==> src/logic/dmdPkg.sv <==
package dmdPkg;

	// One stored dot, RGB332
	typedef logic [7:0] dotByte;

	// One LCD colour channel
	typedef logic [5:0] chan6;

	// One 7-bit LVDS lane word
	typedef logic [6:0] lvdsWord;

	// Horizontal and vertical raster counters
	typedef logic [15:0] lineCount;

	// Value of one setting register
	typedef logic [15:0] settingWord;

	// Routing of an assembled serial byte, decoded from dotReg
	typedef enum logic {
		dotToPixel   = 1'b0,
		dotToSetting = 1'b1
	} dotTarget;

	// Setting register slots, in the order the pairs arrive
	typedef enum logic [1:0] {
		setStartLine  = 2'd0,
		setDotRows    = 2'd1,
		setBrightness = 2'd2
	} settingIndex;

	// Order of the two frame memory reads in each slot
	typedef enum logic [1:0] {
		fetchIdle = 2'd0,
		fetchEven = 2'd1,
		fetchOdd  = 2'd2
	} fetchState;

	// Pattern driven on both LVDS clock pairs
	localparam lvdsWord ClockPattern = 7'b1100011;

endpackage

==> src/logic/backlightPwm.sv <==
`timescale 1ns/100ps

module backlightPwm
	import dmdPkg::*;
#(
	parameter int PwmTop = 250
)
(
	input  logic clock,
	input  logic reset,
	input  settingWord brightness,
	output logic backlightPwm
);

	settingWord pwmCount;	// Runs 0 to PwmTop

	always_ff @(posedge clock)
	begin
		if (reset)
		begin
			pwmCount <= '0;
			backlightPwm <= 1'b0;
		end
		else
		begin
			pwmCount <= (pwmCount == settingWord'(PwmTop)) ? '0 : pwmCount + 1'b1;
			backlightPwm <= (pwmCount <= brightness);	// brightness + 1 high clocks
		end
	end

endmodule

==> config.mk <==
export PLATFORM = sky130hd
export DESIGN_NAME = backlightPwm
export DESIGN_NICKNAME = d
export VERILOG_FILES = /design/src/logic/dmdPkg.sv /design/src/logic/backlightPwm.sv
export SDC_FILE = /design/constraint.sdc
export NUM_CORES = 1
export LEC_CHECK = 0
export BUFFER_PORTS_ARGS = -buffer_cell sky130_fd_sc_hd__clkbuf_2
export CAP_MARGIN = 15
export CELL_PAD_IN_SITES_DETAIL_PLACEMENT = 0
export CELL_PAD_IN_SITES_GLOBAL_PLACEMENT = 1
export CORE_ASPECT_RATIO = 1.25
export CORE_MARGIN = 2
export CORE_UTILIZATION = 40
export CTS_CLUSTER_SIZE = 12
export DETAILED_ROUTE_END_ITERATION = 10
export PLACE_DENSITY_LB_ADDON = 0.1
export SLEW_MARGIN = 20
export SYNTH_ARGS = -nofsm -noshare
export SYNTH_HDL_FRONTEND = slang
export SYNTH_SLANG_ARGS = --single-unit
==> constraint.sdc <==
create_clock -name clock -period 2 [get_ports clock]
set_clock_uncertainty 0.2 [all_clocks]
set_input_delay 0.4 -clock clock [delete_from_list [all_inputs] [get_ports clock]]
set_output_delay 0.4 -clock clock [all_outputs]
set_load 0.01 [all_outputs]
==> impl_metrics.tcl <==
set metrics [dict create \
    status "complete, no violations" \
    critPathRequiredTime_ns 2.01 \
    antenna_found_initial 0 \
    via_per_inst 5.06 \
    synthDistinctLibCells 32 \
    drt_iter0_drc 19 \
    yosys.area.top_type "dfxtp_1" \
    cts_tree "yes" \
    synthTopCellsByCount "18 x ha_1, 17 x dfxtp_1, 17 x inv_1, 17 x nor2_1, 9 x a21oi_1" \
    track_usage 0.173 \
    grt_pass1_wl_um 4260 \
    synth_flop_cell "dfxtp_1" \
    cp.buffers_inverters 0 \
    wl_um 2430 \
    p_per_area_nw_per_um2 463 \
    vias 997 \
    layout.cells.non_filler 197 \
    htreeDepth 1 \
    ant_nets 0 \
    grt_max_degree 17 \
    path_cells "ha_1 -> a21oi_1 -> o21ai_0 -> a2111o_1 -> o31ai_1" \
    insertion_delay_ns 0.29 \
    die_y_um 64.1 \
    post_cts_buffers 0 \
    cts_buffers 3 \
    worstRegToRegCells 5 \
    yosys_warnings 0 \
    die_w_um 52.1 \
    clock-sinks 17 \
    grt_pass1_vias 978 \
    maxSlewViolCount 0 \
    yosysSeqAreaShare 0.294 \
    synth.most_common_cell "ha_1" \
    tns_ns 0 \
    cp_slowest_cell "dfxtp_1" \
    drv_cap 0 \
    slowest_delay_ns 0.45 \
    wl_per_cell_um 12.3 \
    dieArea_um2 3340 \
    grt_overflow 0 \
    setup_violations 0 \
    coreArea_um2 2710 \
    place_congestion 0.804 \
    clk_pin_slew_ns 0.10 \
    first_pass_iters 4 \
    tightestPinTransition_ns 0.333 \
    areaGrowthSynthToFinish_pct 15.4 \
    finalPower_w 0.000618 \
    cp_max_fo 6 \
    numPortBuffers 18 \
    hpwl_um 1980 \
    synth_edf_count 0 \
    min_period_over_period 0.919 \
    drive_gt1_frac 0.196 \
    synth_fp_nets 175 \
    n_fill_cell 289 \
    drc 0 \
    cp_num_cells 5 \
    period_needed_ns 1.84 \
    rsz0062_at_grt "no" \
    cp.arrival_ns 1.85 \
    fmax_mhz 544 \
    start_util 0.427 \
    finalHoldViolations 0 \
    netlist_area_um2 1160 \
    timing.critical_path.max_delay_family "compound AO/OA/AOI/OAI gates" \
    synth.area.top_cells "dfxtp_1 29%, ha_1 19%, inv_1 5.5%, nor2_1 5.5%, xnor2_1 5.3%" \
    worstHoldPathCells 3 \
    ys_ff_latch 17 \
    cts_root_buffer "clkbuf_4" \
    leakagePower_nw 0.612 \
    peakVddDrop_mv 0.324 \
    ios 19 \
    yosysTopAreaCellShare 0.294 \
    synth.avg_cell_area_um2 8.32 \
    num_rows 21 \
    async_flop_share 0 \
    antenna_cells 0 \
    clk_path_buf_depth 2 \
    synth_cells 139 \
    hp-class "in2reg" \
    slew-limit-headroom 0.778 \
    start_kind "flop" \
    fin_nets 200 \
    dp.cells 193 \
    worstSetupPathType "reg2reg" \
    end_kind "flop" \
    cts_hold_buf 0 \
]
-- kinds of logic (layout without fill, tap and decap cells) --
| group | count (synthesis) | count (layout) | share of synthesized area |
|---|---|---|---|
| and+or+nand+nor | 54 | 54 | 0.250 |
| AOI/OAI and AO/OA | 20 | 20 | 0.111 |
| buffers and inverters | 19 | 43 | 0.0660 |
| DFF | 17 | 17 | 0.294 |
| xor gates and xnor gates | 11 | 11 | 0.0833 |
| adders and majority gates | 18 | 18 | 0.195 |
-- stage by stage --
step                area, um2  worst slack, ns  utilization  hold slack (ns)
floorplan                1160            0.244            -            0.242
global placement         1310           0.0783        0.483            0.257
detailed placement       1310           0.0232        0.483            0.274
CTS                      1330            0.114        0.492            0.204
global route             1330          0.00377        0.493            0.203
finish                   1330            0.162        0.493            0.216
-- per-layer routing --
metal	up-vias	global-route usage	share of wire	wire (um)
met5	-	0	0	0
met4	0	0.0691	0.0078	19
met3	2	0.0280	0.035	84
met2	15	0.277	0.47	1150
met1	445	0.228	0.48	1170
li1	535	-	-	-
-- cells in the final DEF, fill, tap and decap left out, types with 2 or more instances in the layout --
master,count
ha_1,18
clkbuf_2,18
inv_1,17
nor2_1,17
dfxtp_1,16
a21oi_1,9
nand2_1,8
xnor2_1,7
nand4_1,7
nand3_1,6
nor4_1,5
xor2_1,4
buf_4,4
clkbuf_4,3
o21ai_0,2
a21boi_0,2
o31ai_1,2
-- power breakdown --
group | switching (W) | total, W | internal (W)
Clock | 0.000108 | 0.000186 | 0.0000775
Sequential | 0.00000708 | 0.000352 | 0.000345
Combinational | 0.0000399 | 0.0000803 | 0.0000404
Total | 0.000155 | 0.000618 | 0.000463
-- layout make-up --
cell class	count	area (um2)	area share
Clock buffer	4	26.3	0.0197
Inverter	17	63.8	0.0478
Multi-Input combinational cell	103	739	0.554
Sequential cell	17	342	0.256
Tap cell	34	42.5	0.0319
Timing Repair Buffer	22	120	0.0901
-- registers in the layout, indices dropped and copies added, names as in the netlist --
name,count
pwmCount,16
backlightPwm,1
-- worst register-to-register path, cell delays in order (launching register included) --
cell,delay [ns]
dfxtp_1,0.45
ha_1,0.29
a21oi_1,0.13
o21ai_0,0.10
a2111o_1,0.41
o31ai_1,0.19
-- final timing paths --
check,from,to,slack [ns]
hold / removal,reset,backlightPwm,0.22
setup / recovery,pwmCount[5],backlightPwm,0.16
setup reg to reg,pwmCount[5],backlightPwm,0.16
hold reg to reg,pwmCount[0],pwmCount[0],0.29
-- timing repair --
| item | CTS | global route |
|---|---|---|
| endpoints found under the hold margin | 0 | 0 |
| gates resized for setup | 0 | 1 |
| endpoints found under the setup margin | 0 | 1 |
Power figures use the tool's default switching activity.
