### config.mk
export PLATFORM = sky130hd
export DESIGN_NAME = rasterTiming
export DESIGN_NICKNAME = d
export VERILOG_FILES = /design/src/logic/dmdPkg.sv /design/src/logic/rasterTiming.sv
export SDC_FILE = /design/constraint.sdc
export NUM_CORES = 1
export LEC_CHECK = 0
export ABC_AREA = 1
export BUFFER_PORTS_ARGS = -buffer_cell sky130_fd_sc_hd__buf_2
export CORE_ASPECT_RATIO = 0.5
export CORE_MARGIN = 2
export CORE_UTILIZATION = 55
export DETAILED_ROUTE_END_ITERATION = 10
export PLACE_DENSITY = 0.8
export SYNTH_ARGS = -nofsm -noshare
export SYNTH_HDL_FRONTEND = slang
export SYNTH_SLANG_ARGS = --single-unit
### constraint.sdc
create_clock -name clock -period 3.9 [get_ports clock]
set_input_delay 0 -clock clock [delete_from_list [all_inputs] [get_ports clock]]
set_output_delay 0 -clock clock [all_outputs]
set_load 0.01 [all_outputs]
### src/logic/dmdPkg.sv
package dmdPkg;

	// One stored dot, RGB332
	typedef logic [7:0] dotByte;

	// One LCD colour channel
	typedef logic [5:0] chan6;

	// One 7-bit LVDS lane word
	typedef logic [6:0] lvdsWord;

	// Horizontal and vertical raster counters
	typedef logic [15:0] lineCount;

	// Value of one setting register
	typedef logic [15:0] settingWord;

	// Routing of an assembled serial byte, decoded from dotReg
	typedef enum logic {
		dotToPixel   = 1'b0,
		dotToSetting = 1'b1
	} dotTarget;

	// Setting register slots, in the order the pairs arrive
	typedef enum logic [1:0] {
		setStartLine  = 2'd0,
		setDotRows    = 2'd1,
		setBrightness = 2'd2
	} settingIndex;

	// Order of the two frame memory reads in each slot
	typedef enum logic [1:0] {
		fetchIdle = 2'd0,
		fetchEven = 2'd1,
		fetchOdd  = 2'd2
	} fetchState;

	// Pattern driven on both LVDS clock pairs
	localparam lvdsWord ClockPattern = 7'b1100011;

endpackage

### src/logic/rasterTiming.sv
`timescale 1ns/100ps

module rasterTiming
	import dmdPkg::*;
#(
	parameter int HFront = 20,
	parameter int HSync = 16,
	parameter int HBack = 34,
	parameter int HActPairs = 960,
	parameter int VFront = 3,
	parameter int VSync = 5,
	parameter int VBack = 23,
	parameter int VAct = 1080
)
(
	input  logic clock,
	input  logic reset,
	input  logic slotStart,
	output lineCount hCount,
	output lineCount vCount,
	output logic dataEnable,
	output logic hSyncN,
	output logic vSyncN
);

	localparam lineCount HSyncStart = lineCount'(HFront);
	localparam lineCount HSyncEnd = lineCount'(HFront + HSync);
	localparam lineCount HBlank = lineCount'(HFront + HSync + HBack);
	localparam lineCount HLast = lineCount'(HFront + HSync + HBack + HActPairs - 1);
	localparam lineCount VSyncStart = lineCount'(VFront);
	localparam lineCount VSyncEnd = lineCount'(VFront + VSync);
	localparam lineCount VBlank = lineCount'(VFront + VSync + VBack);
	localparam lineCount VLast = lineCount'(VFront + VSync + VBack + VAct - 1);

	always_ff @(posedge clock)
	begin
		if (reset)
		begin
			hCount <= '0;
			vCount <= '0;
		end
		else if (slotStart)
		begin
			if (hCount == HLast)
			begin
				hCount <= '0;
				vCount <= (vCount == VLast) ? '0 : vCount + 1'b1;	// Frame wraps
			end
			else
				hCount <= hCount + 1'b1;
		end
	end

	// Sync pulses sit between the front and back porches
	assign hSyncN = !((hCount >= HSyncStart) && (hCount < HSyncEnd));
	assign vSyncN = !((vCount >= VSyncStart) && (vCount < VSyncEnd));
	assign dataEnable = (hCount >= HBlank) && (vCount >= VBlank);

	// Pair count stays below the line total
	hCountRange: assert property (@(posedge clock) disable iff (reset)
		hCount <= HLast);

endmodule

==> impl_metrics.csv <==
group,metric,value,unit
run_status,status,"completed",
setup_path,cpMaxStageDelayCell,"dfxtp_1",
timing,fin_crit,1.65,ns
min_path,worst_hold_path.num_cells,3,
cts,cts.sinks,32,
logic_synthesis,yosys_register_bits,32,
power_and_ir_drop,power.total,628,uW
placed_design,portBuffers,37,
layout,final_cell_mix,"nand2_1, nor2_1, inv_1",
floorplanning,rows,15,
route,drt-initial-drc-count,71,
flow_run,cap_violations,0,
logic_synthesis,synth_area_leaders,"dfxtp_1, nand2_1, nor2_1, inv_1, nand4_1",
timing,fin_ws,2.25,ns
timing,rsz0062_at_grt,"no",
logic_synthesis,syn_nets,328,
floorplanning,die_w,89,um
cts,cts_tree,"done",
setup_path,end_kind,"register",
timing,maxSlewViolCount,0,
timing,hold_viol_final,0,
setup_path,crit_type,"reg -> reg",
timing,holdWs,0.0954,ns
route,drtAntennaViolNets,0,
logic_synthesis,synth_area,0.00199,mm2
logic_synthesis,synth_area_leader_cell,"dfxtp_1",
floorplanning,dieArea,0.00414,mm2
setup_path,cp-start-kind,"register",
floorplanning,die-height,46.5,um
route,remaining_drc_errors,0,
placed_design,placed_area,0.00222,mm2
layout,drive_above_1_share,18.1,%
power_and_ir_drop,ir_worst_vdd,0.000179,V
min_path,hp-class,"in -> reg",
layout,fin_util,67.3,%
setup_path,cp.required,4.09,ns
floorplanning,start_util,57.5,%
power_and_ir_drop,cellLeakagePower,1.09,nW
setup_path,r2r_cells,10,
grt,overflow,0,
cts,path_clk_slew,0.07,ns
placed_design,dp.cells,407,
grt,grt_antenna_before_repair,0,
logic_synthesis,synth_edf_count,0,
timing,finClkSkew,0.00568,ns
timing,post-route-period-util,42.2,%
logic_synthesis,synthesis.instances,320,
logic_synthesis,synth_cell_types,27,
setup_path,arrival,1.83,ns
logic_synthesis,synthArstFlopShare,0,%
cts,ctsResizeCount,0,
logic_synthesis,syn_area_per_cell,6.21,um2
layout,nets,372,
grt,grt_use_total,24.6,%
setup_path,path_cells,"ha_1 > inv_1 > nor2_1 > nand2_1 > nor2_4 > nand2_4 > nand2_8 > nand2_4 > o21ai_0 > nor2_1",
timing,setup_tns,0,ns
logic_synthesis,yosys.area.top_type_share,32.2,%
cts,insertion_delay,0.29,ns
timing,finalSetupViolCount,0,
layout,layout_commonest_cell,"nand2_1",
logic_synthesis,yosys_warnings,0,
grt,grt_pass1_vias,1829,
route,wl,4650,um
placed_design,dp_slack,2.25,ns
timing,slew_headroom,79.7,%
cts,cts_inserted_buffers,5,
setup_path,path_buf_inv,1,
route,vias,2092,
power_and_ir_drop,powerDensity,270,mW/mm2
layout,fin_cells,416,
route,first_pass_iters,4,
setup_path,path_max_fanout,14,
cts,cts_root_buffer,"clkbuf_8",
floorplanning,io_pins,38,
timing,worst_slew_pin_slew,0.305,ns
setup_path,critPathTopFamily,"simple AND/OR/NAND/NOR gates",
logic_synthesis,yosysSeqAreaShare,32.2,%
floorplanning,core-area,0.00345,mm2
setup_path,path_depth,10,
cts,clk_path_buf_depth,2,
timing,max_freq,0.608,GHz
grt,grt_pass1_wl,7660,um
layout,area_growth,17.0,%
layout,post-route-cell-area,0.00232,mm2
grt,grt_max_degree,15,
setup_path,critPathMaxStageDelay,0.41,ns
placed_design,globalplace.congestion,0.900,
logic_synthesis,ys.flop_type,"dfxtp_1",
layout,antenna_cells,0,
placed_design,dpl.hpwl,3560,um
route,vias_per_cell,5.03,
cts,cts_max_level,2,
route,wire_per_inst,11.2,um
## tightest hold or removal path, cell delays in order
cell	delay [ns]
buf_2	0.15
a21oi_1	0.13
nor3_1	0.06
## per-layer routing
layer	part of all wire (%)	track usage, %	up-vias
met3	6.6	7.53	8
met1	47	30.0	938
met5	0	0	-
met4	1.4	10.4	0
li1	-	-	1081
met2	45	41.2	65
## Yosys cell counts, types with 2 or more instances
| library cell | instances |
|---|---|
| nand3_1 | 12 |
| nor2_1 | 77 |
| inv_2 | 3 |
| dfxtp_1 | 32 |
| a21oi_1 | 5 |
| nand2_1 | 80 |
| xor2_1 | 4 |
| ha_1 | 5 |
| nor2_2 | 5 |
| inv_1 | 43 |
| o21ai_0 | 11 |
| nand2_2 | 7 |
| nor2_4 | 3 |
| nand2_4 | 2 |
| a211oi_1 | 2 |
| nand4_1 | 11 |
| nor3_1 | 8 |
## area by class of cell
type | instances | area (um2)
Timing Repair Buffer | 38 | 195
Clock buffer | 8 | 90.1
Tap cell | 51 | 63.8
Inverter | 47 | 176
Sequential cell | 32 | 641
Fill cell | 342 | 1130
Multi-Input combinational cell | 240 | 1160
## sequential cells by signal, indices dropped and copies added, names as in the netlist
name and cells:
vCount 16, hCount 16
## cell families after synthesis
kind of cell | after synthesis | share of synthesized area (%)
flip-flops | 32 | 32.2
adder cells (fa/ha/maj) | 5 | 3.15
AND/OR/NAND/NOR | 211 | 47.8
buffers and inverters | 48 | 9.45
AO/OA/AOI/OAI | 20 | 5.60
XOR/XNOR | 4 | 1.76
## report_power, final
group,internal (mW),leakage [nW],switching (mW)
combinational,0.00990,0.786,0.0188
sequential,0.329,0.258,0.00265
clock,0.144,0.0455,0.124
## final timing paths
| path | from | endpoint | slack [ns] |
|---|---|---|---|
| worst max-delay path | hCount[0]$_SDFFE_PP0P_ | vCount[11]$_SDFFE_PP0P_ | 2.25 |
| worst min-delay path | slotStart | hCount[2]$_SDFFE_PP0P_ | 0.1 |
| worst min register to register | vCount[5]$_SDFFE_PP0P_ | vCount[5]$_SDFFE_PP0P_ | 0.52 |
| worst max register to register | hCount[0]$_SDFFE_PP0P_ | vCount[11]$_SDFFE_PP0P_ | 2.25 |
## timing repair
| action | CTS | global route |
|---|---|---|
| buffers inserted | 0 | 0 |
| hold endpoints to repair | 3 | 0 |
| setup endpoints to repair | 0 | 0 |
| hold buffers | 1 | 0 |
No activity file was read; power rests on OpenSTA's default activity.
