===== src/logic/dmdPkg.sv =====
package dmdPkg;

	// One stored dot, RGB332
	typedef logic [7:0] dotByte;

	// One LCD colour channel
	typedef logic [5:0] chan6;

	// One 7-bit LVDS lane word
	typedef logic [6:0] lvdsWord;

	// Horizontal and vertical raster counters
	typedef logic [15:0] lineCount;

	// Value of one setting register
	typedef logic [15:0] settingWord;

	// Routing of an assembled serial byte, decoded from dotReg
	typedef enum logic {
		dotToPixel   = 1'b0,
		dotToSetting = 1'b1
	} dotTarget;

	// Setting register slots, in the order the pairs arrive
	typedef enum logic [1:0] {
		setStartLine  = 2'd0,
		setDotRows    = 2'd1,
		setBrightness = 2'd2
	} settingIndex;

	// Order of the two frame memory reads in each slot
	typedef enum logic [1:0] {
		fetchIdle = 2'd0,
		fetchEven = 2'd1,
		fetchOdd  = 2'd2
	} fetchState;

	// Pattern driven on both LVDS clock pairs
	localparam lvdsWord ClockPattern = 7'b1100011;

endpackage


===== src/logic/dotPixelMapper.sv =====
`timescale 1ns/100ps

module dotPixelMapper
	import dmdPkg::*;
#(
	parameter int HFront = 20,
	parameter int HSync = 16,
	parameter int HBack = 34,
	parameter int VFront = 3,
	parameter int VSync = 5,
	parameter int VBack = 23,
	parameter int DotCols = 128,
	parameter int DotWidth = 15,
	parameter int DotHeight = 15,
	parameter int MaxDotRows = 64,
	localparam int BankDepth = DotCols * MaxDotRows,
	localparam int AddrWidth = $clog2(2 * BankDepth)
)
(
	input  logic clock,
	input  logic reset,
	input  logic slotStart,
	input  lineCount hCount,
	input  lineCount vCount,
	input  logic dataEnable,
	input  logic hSyncN,
	input  logic vSyncN,
	input  logic displayBank,
	input  settingWord startLine,
	input  settingWord dotRows,
	output logic [AddrWidth-1:0] readAddress,
	input  dotByte readData,
	output lvdsWord evenRx2,
	output lvdsWord evenRx1,
	output lvdsWord evenRx0,
	output lvdsWord oddRx2,
	output lvdsWord oddRx1,
	output lvdsWord oddRx0
);

	localparam lineCount HBlank = lineCount'(HFront + HSync + HBack);
	localparam lineCount VBlank = lineCount'(VFront + VSync + VBack);
	localparam logic [AddrWidth-1:0] BankOffset = AddrWidth'(BankDepth);

	fetchState state;
	fetchState readState;	// What readData holds this cycle
	lineCount pairIndex;
	lineCount activeLine;
	lineCount dotRow;
	lineCount evenCol;
	lineCount oddCol;
	logic [31:0] areaEnd;
	logic slotLit;
	logic [AddrWidth-1:0] rowBase;
	logic [AddrWidth-1:0] evenAddress;
	logic [AddrWidth-1:0] oddAddress;
	dotByte evenDot;
	chan6 evenRed;
	chan6 evenGreen;
	chan6 evenBlue;
	chan6 oddRed;
	chan6 oddGreen;
	chan6 oddBlue;

	assign pairIndex = hCount - HBlank;
	assign activeLine = vCount - VBlank;
	assign areaEnd = 32'(startLine) + 32'(dotRows) * 32'(DotHeight);
	assign slotLit = dataEnable && (activeLine >= startLine) && (32'(activeLine) < areaEnd);

	// Both pixels of a slot share a line, so only the column differs
	assign dotRow = (activeLine - startLine) / lineCount'(DotHeight);
	assign evenCol = {pairIndex[14:0], 1'b0} / lineCount'(DotWidth);
	assign oddCol = {pairIndex[14:0], 1'b1} / lineCount'(DotWidth);
	assign rowBase = AddrWidth'(32'(dotRow) * 32'(DotCols));
	assign evenAddress = (displayBank ? BankOffset : '0) + rowBase + AddrWidth'(evenCol);
	assign oddAddress = (displayBank ? BankOffset : '0) + rowBase + AddrWidth'(oddCol);
	assign readAddress = (state == fetchOdd) ? oddAddress : evenAddress;

	always_ff @(posedge clock)
	begin
		if (reset)
		begin
			state <= fetchIdle;
			readState <= fetchIdle;
		end
		else
		begin
			readState <= state;
			case (state)
				fetchIdle: if (slotStart) state <= fetchEven;	// Counters are new next cycle
				fetchEven: state <= fetchOdd;
				fetchOdd: state <= fetchIdle;
				default: state <= fetchIdle;
			endcase
		end
	end

	always_ff @(posedge clock)
	begin
		if (readState == fetchEven)
			evenDot <= readData;
	end

	// RGB332 widened to 6 bits per channel, black outside the dot area
	always_comb
	begin
		evenRed = slotLit ? {evenDot[7:5], 3'b000} : '0;
		evenGreen = slotLit ? {evenDot[4:2], 3'b000} : '0;
		evenBlue = slotLit ? {evenDot[1:0], 4'b0000} : '0;
		oddRed = slotLit ? {readData[7:5], 3'b000} : '0;
		oddGreen = slotLit ? {readData[4:2], 3'b000} : '0;
		oddBlue = slotLit ? {readData[1:0], 4'b0000} : '0;
	end

	always_ff @(posedge clock)
	begin
		if (reset)
		begin
			evenRx2 <= '0;
			evenRx1 <= '0;
			evenRx0 <= '0;
			oddRx2 <= '0;
			oddRx1 <= '0;
			oddRx0 <= '0;
		end
		else if (readState == fetchOdd)	// Odd dot is on readData now
		begin
			evenRx2 <= {dataEnable, vSyncN, hSyncN, evenBlue[5:2]};
			evenRx1 <= {evenBlue[1:0], evenGreen[5:1]};
			evenRx0 <= {evenGreen[0], evenRed};
			oddRx2 <= {dataEnable, vSyncN, hSyncN, oddBlue[5:2]};
			oddRx1 <= {oddBlue[1:0], oddGreen[5:1]};
			oddRx0 <= {oddGreen[0], oddRed};
		end
	end

endmodule


===== config.mk =====
export PLATFORM = sky130hd
export DESIGN_NAME = dotPixelMapper
export DESIGN_NICKNAME = d
export VERILOG_FILES = /design/src/logic/dmdPkg.sv /design/src/logic/dotPixelMapper.sv
export SDC_FILE = /design/constraint.sdc
export NUM_CORES = 1
export LEC_CHECK = 0
export ABC_AREA = 1
export BUFFER_PORTS_ARGS = -buffer_cell sky130_fd_sc_hd__buf_2
export CORE_UTILIZATION = 59
export CTS_CLUSTER_DIAMETER = 40
export DETAILED_ROUTE_END_ITERATION = 7
export GPL_ROUTABILITY_DRIVEN = 0
export PLACE_DENSITY = 0.82
export SETUP_SLACK_MARGIN = 0.05
export SYNTH_ARGS = -nofsm -noshare
export SYNTH_HDL_FRONTEND = slang
export SYNTH_SLANG_ARGS = --single-unit

===== constraint.sdc =====
create_clock -name clock -period 10.65 [get_ports clock]
set_input_delay 0 -clock clock [delete_from_list [all_inputs] [get_ports clock]]
set_output_delay 0 -clock clock [all_outputs]
set_load 0.03 [all_outputs]

==> results.py <==
metrics = {
    "worst_hold_path": {
        "hold_class": "input pin to flip-flop",
        "holdPathStages": 3,
    },
    "logic_synthesis": {
        "ys.warnings.count": 0,
        "synth_top_area_share_pct": 11.7,
        "syn_avg_cell_area_um2": 6.79,
        "synth_top_family_by_area": "simple AND/OR/NAND/NOR gates",
        "synth_commonest_cells": "243 x nand2_1, 153 x inv_1, 97 x nand3_1",
        "synth-simple-area-share_pct": 37.7,
        "ys_ff_latch": 31,
        "synth_cell_types": 52,
        "synth_edf_count": 8,
        "yosysMostFrequentCell": "nand2_1",
        "synth.yosys.seq_area_share_pct": 8.97,
        "netlist_top_cells_area": "nand2_1 12%, fa_1 12%, ha_1 12%",
        "synthAdderAreaFrac_pct": 23.1,
        "synth-xor-area-share_pct": 6.47,
        "synthMuxAreaShare_pct": 0.256,
        "synth_area_um2": 7810,
        "yosys.area.top_type": "nand2_1",
        "async_flop_share_pct": 0,
        "ys.flop_type": "dfxtp_1",
        "syn_inst": 1150,
        "synth_compound_area_share_pct": 12.1,
    },
    "clocking": {
        "cts_sinks": 31,
        "cts_tree": "done",
        "clkTransAtPathRegs_ps": 50,
        "numCtsBuffers": 5,
        "ctsResizeCount": 0,
        "cts_root_buffer": "clkbuf_16",
        "clockBufferDepth": 2,
        "worstSkewPairLatency_ps": 270,
        "h-tree-depth": 2,
    },
    "layout": {
        "multi_input_area_um2": 6290,
        "final_cells": 1445,
        "layout.nets": 1468,
        "num-fill-cells": 1166,
        "num_antenna_cells": 0,
        "final_cell_area_um2": 8730,
        "drive_above_1_share_pct": 23.4,
        "area_growth_pct": 11.8,
        "seqCellArea_um2": 701,
    },
    "drt": {
        "via_per_inst": 5.12,
        "drt_iter0_drc": 409,
        "vias": 7397,
        "drc_errors": 0,
        "finalWirelength_um": 16200,
        "ant_nets": 0,
        "wl_per_cell_um": 11.2,
        "drtPass1Iterations": 5,
    },
    "global_route": {
        "grt_max_degree": 24,
        "antenna_found_initial": 0,
        "grt_pass1_wl_um": 27700,
        "overflow": 0,
        "grt_pass1_vias": 6688,
        "track_usage_pct": 24.3,
    },
    "die": {
        "core_area_um2": 12800,
        "die_y_um": 117,
        "pin_count": 135,
        "dieArea_um2": 13700,
        "rows": 41,
        "die_w_um": 117,
        "initial_core_util_pct": 61.2,
    },
    "placement": {
        "io_buffers": 113,
        "dpl_cell_area_um2": 8480,
        "dpl.cell_count": 1426,
        "hpwl_um": 13800,
    },
    "worst_setup_path": {
        "endpoint_kind": "output port",
        "max_stage_delay_ps": 390,
        "cp.depth": 78,
        "crit_buf_inv": 5,
        "worst_path_max_delay_cell": "ha_1",
        "rr_worst_depth": 5,
        "critPathArrivalTime_ps": 9210,
        "cp-start-kind": "input pin",
        "crit_type": "input pin to output port",
        "worstPathRequired_ps": 10650,
        "crit_fanout": 8,
        "crit_family": "simple AND/OR/NAND/NOR gates",
        "cp_common_cell": "nand2_1",
    },
    "sta": {
        "finalSetupViolCount": 0,
        "finalClockSkew_ps": 6.63,
        "tightest_slew_ps": 753,
        "fmax_mhz": 109,
        "finalCritPeriodShare_pct": 86.4,
        "slew_viol_final": 0,
        "min_period_ps": 9210,
        "hold_viol_final": 0,
        "max_slew_margin_pct": 49.6,
        "tns_ps": 0,
        "grt_setup_unrepaired": "no",
        "holdWs_ps": 8.95,
    },
    "status": {
        "outcome": "finished clean",
    },
    "run": {
        "drv_cap": 0,
    },
}
## worst paths after layout
| kind | startpoint | endpoint | slack (ps) |
|---|---|---|---|
| setup / recovery | vCount[0] | readAddress[13] | 1440 |
| hold / removal | hSyncN | evenRx2[4]$_SDFFE_PP0N_ | 9 |
| setup reg to reg | readState[0]$_SDFF_PP0_ | oddRx2[2]$_SDFFE_PP0N_ | 8670 |
| hold reg to reg | state[1]$_SDFFE_PP0P_ | state[1]$_SDFFE_PP0P_ | 420 |
## flip-flops by register name, summed over array words and instances, names as in the netlist
signal / flops
evenDot: 8
evenRx0: 3
evenRx1: 3
evenRx2: 5
oddRx0: 3
oddRx1: 3
oddRx2: 2
readState: 2
state: 2
## through the flow
| step | util, % | setup WS (ps) |
|---|---|---|
| 2_1_floorplan | - | 2530 |
| 3_3_place_gp | 66.4 | 1680 |
| 3_5_place_dp | 66.4 | 1470 |
| 4_1_cts | 68.4 | 1440 |
| 5_1_grt | 68.4 | 149 |
| 6_report | 68.4 | 1440 |
## worst min-delay path: stages
cell and delay, ps:
buf_2 90, nand2_1 50, a21oi_1 70
## cells in the final DEF, fill, tap and decap left out, types with 3 or more instances in the layout
cell,count
xor2_1,39
nor3_1,10
nand2_1,243
clkinv_1,6
a31oi_1,3
o21bai_1,5
inv_2,25
nand3_2,17
fa_1,45
nand2_2,60
dfxtp_1,23
nor4_1,3
conb_1,20
nor2_1,66
dlygate4sd3_1,11
o21ai_1,27
clkbuf_16,5
nor2_4,11
nand4_1,15
xnor2_1,15
o21ai_0,34
edfxtp_1,8
nand2_4,17
o21ai_2,9
a21oi_1,61
nor2_2,19
inv_1,153
nand3_1,97
ha_1,72
a21o_1,5
nand4_2,4
buf_2,113
## cell families (layout without fill, tap and decap cells)
family,count (synthesis),count (layout)
compound gates,159,159
xor+xnor,56,56
fa+ha+maj,117,117
buf+inv,213,317
flops,31,31
mux,2,2
other cells,1,20
simple gates,571,571
## timing repair
action	in CTS	in global routing
setup buffers	0	0
hold buffers	11	0
endpoints found under the hold margin	11	0
## layout make-up
| type | count | share of cell area (%) |
|---|---|---|
| repair buffers | 125 | 7.82 |
| inverters | 184 | 7.94 |
| clock inverters | 1 | 0.0430 |
| multi-input cells | 925 | 72.1 |
| flip-flops and latches | 31 | 8.02 |
| well taps | 172 | 2.46 |
| clock buffers | 7 | 1.63 |
## metal layers
metal	vias to the layer above	wire length, um	GRT usage [%]
met3	6	428	1.65
met2	112	8080	45.4
li1	3933	-	-
met1	3346	7610	31.6
met5	-	0	0
met4	0	82	2.45
Power is not shown: default switching activity piles up to over one toggle a cycle in this logic, so the estimate is an artifact.
