### src/logic/dmdPkg.sv
package dmdPkg;

	// One stored dot, RGB332
	typedef logic [7:0] dotByte;

	// One LCD colour channel
	typedef logic [5:0] chan6;

	// One 7-bit LVDS lane word
	typedef logic [6:0] lvdsWord;

	// Horizontal and vertical raster counters
	typedef logic [15:0] lineCount;

	// Value of one setting register
	typedef logic [15:0] settingWord;

	// Routing of an assembled serial byte, decoded from dotReg
	typedef enum logic {
		dotToPixel   = 1'b0,
		dotToSetting = 1'b1
	} dotTarget;

	// Setting register slots, in the order the pairs arrive
	typedef enum logic [1:0] {
		setStartLine  = 2'd0,
		setDotRows    = 2'd1,
		setBrightness = 2'd2
	} settingIndex;

	// Order of the two frame memory reads in each slot
	typedef enum logic [1:0] {
		fetchIdle = 2'd0,
		fetchEven = 2'd1,
		fetchOdd  = 2'd2
	} fetchState;

	// Pattern driven on both LVDS clock pairs
	localparam lvdsWord ClockPattern = 7'b1100011;

endpackage

### src/logic/lvdsSerializer.sv
`timescale 1ns/100ps

module lvdsSerializer
	import dmdPkg::*;
(
	input  logic clock,
	input  logic reset,
	input  lvdsWord evenRx2,
	input  lvdsWord evenRx1,
	input  lvdsWord evenRx0,
	input  lvdsWord oddRx2,
	input  lvdsWord oddRx1,
	input  lvdsWord oddRx0,
	output logic slotStart,
	output logic pairEClk,
	output logic pairE2,
	output logic pairE1,
	output logic pairE0,
	output logic pairOClk,
	output logic pairO2,
	output logic pairO1,
	output logic pairO0
);

	logic [2:0] bitCount;	// Bit 6 goes out first
	lvdsWord laneHold [0:5];

	assign slotStart = (bitCount == 3'd0);

	always_ff @(posedge clock)
	begin
		if (reset)
		begin
			bitCount <= 3'd6;
			laneHold <= '{default: '0};
		end
		else if (slotStart)
		begin
			bitCount <= 3'd6;
			laneHold <= '{evenRx2, evenRx1, evenRx0, oddRx2, oddRx1, oddRx0};
		end
		else
			bitCount <= bitCount - 3'd1;
	end

	assign pairEClk = ClockPattern[bitCount];
	assign pairE2 = laneHold[0][bitCount];
	assign pairE1 = laneHold[1][bitCount];
	assign pairE0 = laneHold[2][bitCount];
	assign pairOClk = ClockPattern[bitCount];
	assign pairO2 = laneHold[3][bitCount];
	assign pairO1 = laneHold[4][bitCount];
	assign pairO0 = laneHold[5][bitCount];

	bitCountRange: assert property (@(posedge clock) disable iff (reset)
		bitCount <= 3'd6);

endmodule

### config.mk
export PLATFORM = sky130hd
export DESIGN_NAME = lvdsSerializer
export DESIGN_NICKNAME = d
export VERILOG_FILES = /design/src/logic/dmdPkg.sv /design/src/logic/lvdsSerializer.sv
export SDC_FILE = /design/constraint.sdc
export NUM_CORES = 1
export LEC_CHECK = 0
export ABC_CLOCK_PERIOD_IN_PS = 2400
export BUFFER_PORTS_ARGS = -buffer_cell sky130_fd_sc_hd__buf_2
export CAP_MARGIN = 20
export CORE_ASPECT_RATIO = 0.75
export CORE_MARGIN = 3
export CORE_UTILIZATION = 45
export CTS_BUF_LIST = sky130_fd_sc_hd__clkbuf_4
export CTS_CLUSTER_DIAMETER = 40
export DETAILED_ROUTE_END_ITERATION = 8
export PLACE_DENSITY = 0.7
export SLEW_MARGIN = 40
export SYNTH_ARGS = -nofsm -noshare
export SYNTH_HDL_FRONTEND = slang
export SYNTH_SLANG_ARGS = --single-unit
### constraint.sdc
create_clock -name clock -period 2.4 [get_ports clock]
set_input_delay 0.48 -clock clock [delete_from_list [all_inputs] [get_ports clock]]
set_output_delay 0.48 -clock clock [all_outputs]
set_load 0.02 [all_outputs]
==> results of run 1 <==
-- layout make-up --
| cell class | instances | area [um^2] |
|---|---|---|
| clock buffer | 5 | 37.54 |
| clock inverter | 1 | 3.754 |
| fill | 440 | 1833 |
| inverter | 4 | 28.78 |
| multi-input combinational | 172 | 958.4 |
| sequential | 46 | 922.1 |
| tap | 55 | 68.82 |
| timing repair buffer | 57 | 301.5 |
-- how the worst min path moves through the flow --
stage / end / from
global placement: laneHold[37]$_SDFFE_PP0P_ / laneHold[37]$_SDFFE_PP0P_
detailed placement: laneHold[10]$_SDFFE_PP0P_ / laneHold[10]$_SDFFE_PP0P_
CTS: laneHold[39]$_SDFFE_PP0P_ / evenRx2[4]
global route: laneHold[4]$_SDFFE_PP0P_ / oddRx0[4]
finish: laneHold[39]$_SDFFE_PP0P_ / evenRx2[4]
floorplan: laneHold[10]$_SDFFE_PP0P_ / laneHold[10]$_SDFFE_PP0P_
-- metrics by stage --
| step | area (um^2) | setup slack (ps) | hold WS (ps) |
|---|---|---|---|
| 2_1_floorplan | 1993 | 554.6 | 432.9 |
| 3_3_place_gp | 2242 | 468.1 | 440.4 |
| 3_5_place_dp | 2242 | 425.8 | 446.8 |
| 4_1_cts | 2283 | 11.68 | 347.4 |
| 5_1_grt | 2321 | 0.9925 | 336.6 |
| 6_report | 2321 | 97.87 | 359.7 |
-- synthesized netlist by cell type --
cell type	number
clkbuf_1	5
a221oi_1	11
inv_4	1
nand2_1	85
nor2b_4	1
nor3_1	2
ha_1	2
buf_12	1
buf_6	1
buf_2	3
dfxtp_1	46
inv_1	3
buf_4	7
mux2_2	6
or2_2	1
nand2b_1	1
a21oi_1	43
nand3b_1	1
a221oi_2	1
o32a_1	1
mux2i_1	13
nor2_1	4
-- routing by layer --
metal | wire [um] | GRT usage [%]
met4 | 27 | 3.673
met5 | 0 | 0
met2 | 1874 | 25.80
met1 | 2180 | 23.60
met3 | 235 | 4.706
-- cells by family (layout without fill, tap and decap cells) --
logic type                 count (synthesis)  after routing
and+or+nand+nor                           95             95
muxes                                     19             19
buffers and inverters                     21             67
DFF                                       46             46
AOI/OAI and AO/OA                         56             56
adders and majority gates                  2              2
-- where the power goes --
part | switching (mW) | total (mW) | internal (mW)
combinational | 0.158 | 0.272 | 0.113
sequential | 0.0180 | 0.806 | 0.788
clock | 0.220 | 0.320 | 0.101
-- state kept, by name, indices dropped and copies added, names as in the netlist --
signal    flops
laneHold     42
bitCount      3
pairEClk      1
-- worst max-delay path, cell delays in order (launching register included) --
cell and delay [ps]:
dfxtp_2 380, buf_4 170, mux2_2 340, a221oi_1 340, a221oi_2 70, buf_2 190
==> results.md, run 1 <==
- Status: completed
- Synth Register Bits: 46
- Final Setup Violations: 0
- Layout cells sized above 1: 27.37%
- Worst R2R End: laneHold[25]$_SDFFE_PP0P_
- Total Nets Final: 332
- Setup CP Type: register to output port
- Grt ovf: 0
- Top cell type's share of synthesized area: 46.20%
- Postcts setup bufs: 0
- Final hold viol count: 0
- CP Max Fanout: 6
- Die Area: 5272 um^2
- Post-synth top area cell: dfxtp_1
- Post-synthesis simple-gate area fraction: 18.96%
- Reg2Reg Depth: 6
- Cell count after synthesis: 239
- Total CTS buffers: 5
- Largest family of logic cells by synthesized area: simple AND/OR/NAND/NOR gates
- Post-CTS sizing: 0
- Register-to-register setup slack: 790 ps
- Largest net degree at the start of global routing: 46
- First-pass GRT wire length: 7265 um
- CP Launch Point: bitCount[0]$_SDFF_PP0_
- Critical Path RT: 1920 ps
- Area growth syn-to-layout: 16.45%
- Final Non-Filler Cells: 340
- Power consumption: 1.398 mW
- I/O Buffers: 52
- Initial cell density of the core: 47.98%
- Peak VDD IR: 0.3944 mV
- Min cycle time layout: 2302 ps
- Leakage: 0.9083 nW
- Least-Margin Pin Slew: 572.9 ps
- Commonest non-fill, non-tap cell in the layout: nand2_1
- GPL Wtd Cong: 0.7251
- Max_slew headroom: 61.67%
- Vias: 1,737
- Clk sinks: 46
- Post-CTS Hold Buffers: 0
- CP Capture Type: output port
- H-tree levels: 2
- Synthesized net count: 285
- XOR/XNOR share of the synthesized area: 0%
- Chip width: 82.85 um
- DR WL/cell: 12.70 um
- End of the critical path: pairO2
- YS warnings: 0
- CTS clk-pin slew, worst paths: 120 ps
- Die Y-Extent: 63.64 um
- WP data arrival: 1820 ps
- Final design utilization: 55.87%
- # diodes: 0
- Synth Area in Compound Gates: 16.89%
- Cell variety after synth: 22
- Drc violations: 0
- F_max: 434.4 MHz
- Clk buf depth: 2
- Post-synthesis mux area share: 9.918%
- Routed wire length: 4318 um
- Startpoint types: register
- Detailed placement HPWL: 2899 um
- Unrepaired setup endpoints after global routing: no
- Max cap viols: 0
- PwrDens: 602.3 nW/um^2
- Most frequent cells in the layout: nand2_1 (85), buf_2 (52), dfxtp_1 (45), a21oi_1 (43), mux2i_1 (13)
- DR iter-0 viols: 92
- DR pass1 iterations: 4
- # rows: 20
- Via count of the first global-routing pass: 1,574
- GRT Overall Usage: 16.83%
- Max Slew Vio Count: 0
- Period utilization: 95.92%
- Clock latency on the worst-skew pair: 340 ps
- Worst reg2reg startpoint: bitCount[1]$_SDFF_PP1_
- Initial antenna violation count: 0
- CORE AREA: 4154 um^2
- Setup TNS: 0 ps
- Dominant cells by area after synthesis: dfxtp_1 (46%), nand2_1 (16%), a21oi_1 (11%)
- Adder-cell share of the synthesized area: 1.255%
- Sequential area share after synthesis: 46.20%
- TritonCTS clock tree: done
- Via-to-Cell Ratio: 5.109
- Mean Syn Cell Area: 8.340 um^2
- Placed insts: 334
- Skew final: 3.463 ps
- Post-synthesis cell area: 1993 um^2
- # IOs: 53
- Worst hold path depth: 3
- Clock Tree Root: clkbuf_4
- Antenna-violating nets left: 0
- Worst Hold Class: input pin to register
Power figures use the tool's default switching activity.
==> run 2: changes to the inputs <==
--- a/config.mk
+++ b/config.mk
@@ -5,16 +5,17 @@
 export SDC_FILE = /design/constraint.sdc
 export NUM_CORES = 1
 export LEC_CHECK = 0
+export ABC_AREA = 1
 export ABC_CLOCK_PERIOD_IN_PS = 2400
 export BUFFER_PORTS_ARGS = -buffer_cell sky130_fd_sc_hd__buf_2
 export CAP_MARGIN = 20
 export CORE_ASPECT_RATIO = 0.75
-export CORE_MARGIN = 3
+export CORE_MARGIN = 2
 export CORE_UTILIZATION = 45
 export CTS_BUF_LIST = sky130_fd_sc_hd__clkbuf_4
 export CTS_CLUSTER_DIAMETER = 40
 export DETAILED_ROUTE_END_ITERATION = 8
-export PLACE_DENSITY = 0.7
+export PLACE_DENSITY = 0.69
 export SLEW_MARGIN = 40
 export SYNTH_ARGS = -nofsm -noshare
 export SYNTH_HDL_FRONTEND = slang
==> results.md, run 2 <==
- CORE AREA: 4467 um^2
- Setup TNS: 0 ps
- Register-to-register setup slack: 790 ps
- I/O Buffers: 52
- Vias: 1,927
- Post-synth top area cell: dfxtp_1
- Post-CTS Hold Buffers: 0
- Antenna-violating nets left: 0
- Top FF cell, synth: dfxtp_1
- Area growth syn-to-layout: 15.63%
- F_max: 490.5 MHz
- YS warnings: 0
- Synth Register Bits: 46
- Finished Cell Area: 2416 um^2
- Detailed placement HPWL: 3210 um
- Setup CP Type: register to output port
- Max cap viols: 0
- Min cycle time layout: 2039 ps
- CP Max Fanout: 25
- Post-CTS sizing: 0
- Final Non-Filler Cells: 402
- GPL Wtd Cong: 0.7783
- Clock Tree Root: clkbuf_4
- Clock power frac: 22.6%
- Leakage: 1.142 nW
- Least-Margin Pin Slew: 481.3 ps
- Period utilization: 84.94%
- DR iter-0 viols: 87
- Final Setup Violations: 0
- Final design utilization: 54.09%
- PwrDens: 652.6 nW/um^2
- FFs w/ async S/R, synth: 0%
- Placed insts: 394
- Comb power frac: 24.2%
- Post-placement cell area: 2362 um^2
- Post-synthesis cell area: 2090 um^2
- Clock latency on the worst-skew pair: 350 ps
- GRT Overall Usage: 19.26%
- Largest Register: laneHold
- Worst hold path depth: 2
- CP Capture Type: output port
- Chip width: 82.69 um
- Mean Syn Cell Area: 6.988 um^2
- Total Nets Final: 390
- Startpoint types: register
- Dominant cells by area after synthesis: dfxtp_1 (44%), nand2_1 (13%), a21oi_1 (8.6%)
- Largest net degree at the start of global routing: 44
- Critical Path RT: 1920 ps
- Worst R2R End: laneHold[35]$_SDFFE_PP0P_
- Worst Hold Class: input pin to register
- Postcts setup bufs: 0
- Routed wire length: 4625 um
- Switching power: 500.9 uW
- Status: completed
- # diodes: 0
- First-pass GRT wire length: 7679 um
- # rows: 21
- Peak VDD IR: 0.3608 mV
- Sequential power share: 53.3%
- Via count of the first global-routing pass: 1,704
- Cell variety after synth: 19
- Initial antenna violation count: 0
- Power consumption: 1.577 mW
- Via-to-Cell Ratio: 4.794
- Grt ovf: 0
- Total CTS buffers: 5
- Top cell type's share of synthesized area: 44.07%
- # IOs: 53
- DR WL/cell: 11.50 um
- Switching Share: 31.77%
- Max reg flops: 42
- Unrepaired setup endpoints after global routing: no
- Worst hold endpoint: bitCount[0]$_SDFF_PP0_
- Max_slew headroom: 67.88%
- Hold WS: 320.6 ps
- Pint: 1.076 mW
- H-tree levels: 2
- Clk buf depth: 2
- Skew final: 12.10 ps
- Initial cell density of the core: 46.78%
- Die Area: 5210 um^2
- Post-synth EDFFs: 0
- Commonest cells post-synth: nand2_1 (71), dfxtp_1 (46), inv_1 (38)
- CTS clk-pin slew, worst paths: 130 ps
- Clk sinks: 46
- Layout cells sized above 1: 20.00%
- WP data arrival: 1560 ps
- Worst reg2reg startpoint: bitCount[2]$_SDFF_PP1_
- Most frequent cells in the layout: nand2_1 (71), buf_2 (52), dfxtp_1 (46), inv_1 (38), a21oi_1 (36)
- Top-count cell post-synth: nand2_1
- Max Slew Vio Count: 0
- Cell count after synthesis: 299
- Worst setup margin: 361.4 ps
- Worst hold start: reset
- TritonCTS clock tree: done
- Commonest non-fill, non-tap cell in the layout: nand2_1
- Post-Place Worst Slack: 752.2 ps
- Final hold viol count: 0
- Drc violations: 0
- Reg2Reg Depth: 5
- DR pass1 iterations: 4
- Synthesized net count: 345
- Sequential area share after synthesis: 44.07%
- Die Y-Extent: 63.01 um
-- run 2: changes by cell type after synthesis, moves of 6 or more --
cell and delta:
nand3_1 +24, buf_4 -6, o21ai_0 +34, mux2_2 -6, a21oi_1 -7, nor2_1 +9
o21ai_1 +8, mux2i_1 -13, nand2_1 -14, inv_1 +35, buf_2 +9, a221oi_1 -11
-- run 2: worst max-delay path by stage --
stage | startpoint | to | slack [ps] | cells past startpoint
2_1_floorplan | bitCount[1]$_SDFF_PP1_ | slotStart | 830 | 5
3_3_place_gp | bitCount[0]$_SDFF_PP0_ | pairE0 | 750 | 7
3_5_place_dp | bitCount[0]$_SDFF_PP0_ | pairO2 | 750 | 8
4_1_cts | bitCount[0]$_SDFF_PP0_ | pairO2 | 330 | 8
5_1_grt | bitCount[0]$_SDFF_PP0_ | pairO2 | 180 | 8
6_report | bitCount[0]$_SDFF_PP0_ | pairE0 | 360 | 7
-- run 2: kinds of logic after synthesis --
kind of cell               count (synthesis)  synth area share (%)
xor gates and xnor gates                   1                0.4192
buffers and inverters                     61                 13.29
AOI/OAI and AO/OA                         78                 18.68
adders and majority gates                  2                 1.197
and+or+nand+nor                          111                 22.34
DFF                                       46                 44.07
-- run 2: final cells by class --
class / count / area, um^2
fill: 462 / 2051
sequential: 46 / 920.9
multi-input combinational: 192 / 890.9
timing repair buffer: 58 / 317.8
inverter: 41 / 161.4
tap: 57 / 71.32
clock buffer: 6 / 45.04
clock inverter: 2 / 8.758
-- run 2: worst max-delay path, stage by stage (launching register included) --
cell	delay (ps)
dfxtp_1	340
inv_2	50
buf_4	260
nand3_1	120
nand2_1	100
nand2_1	50
nand2_1	100
buf_2	170
-- run 2: power by group through the flow --
| stage | logic [mW] | registers, mW | clock network (mW) |
|---|---|---|---|
| finish | 0.381 | 0.840 | 0.356 |
| global route | 0.432 | 0.846 | 0.404 |
| floorplan | 0.277 | 0.851 | 0 |
| detailed placement | 0.382 | 0.857 | 0 |
| CTS | 0.384 | 0.840 | 0.366 |
| global placement | 0.380 | 0.855 | 0 |
-- run 2: metal layers --
metal  track usage, %  part of all wire, %
met4            5.533                 0.91
met5                0                    0
met2            27.42                   41
met1            28.44                   50
met3            4.913                  8.1
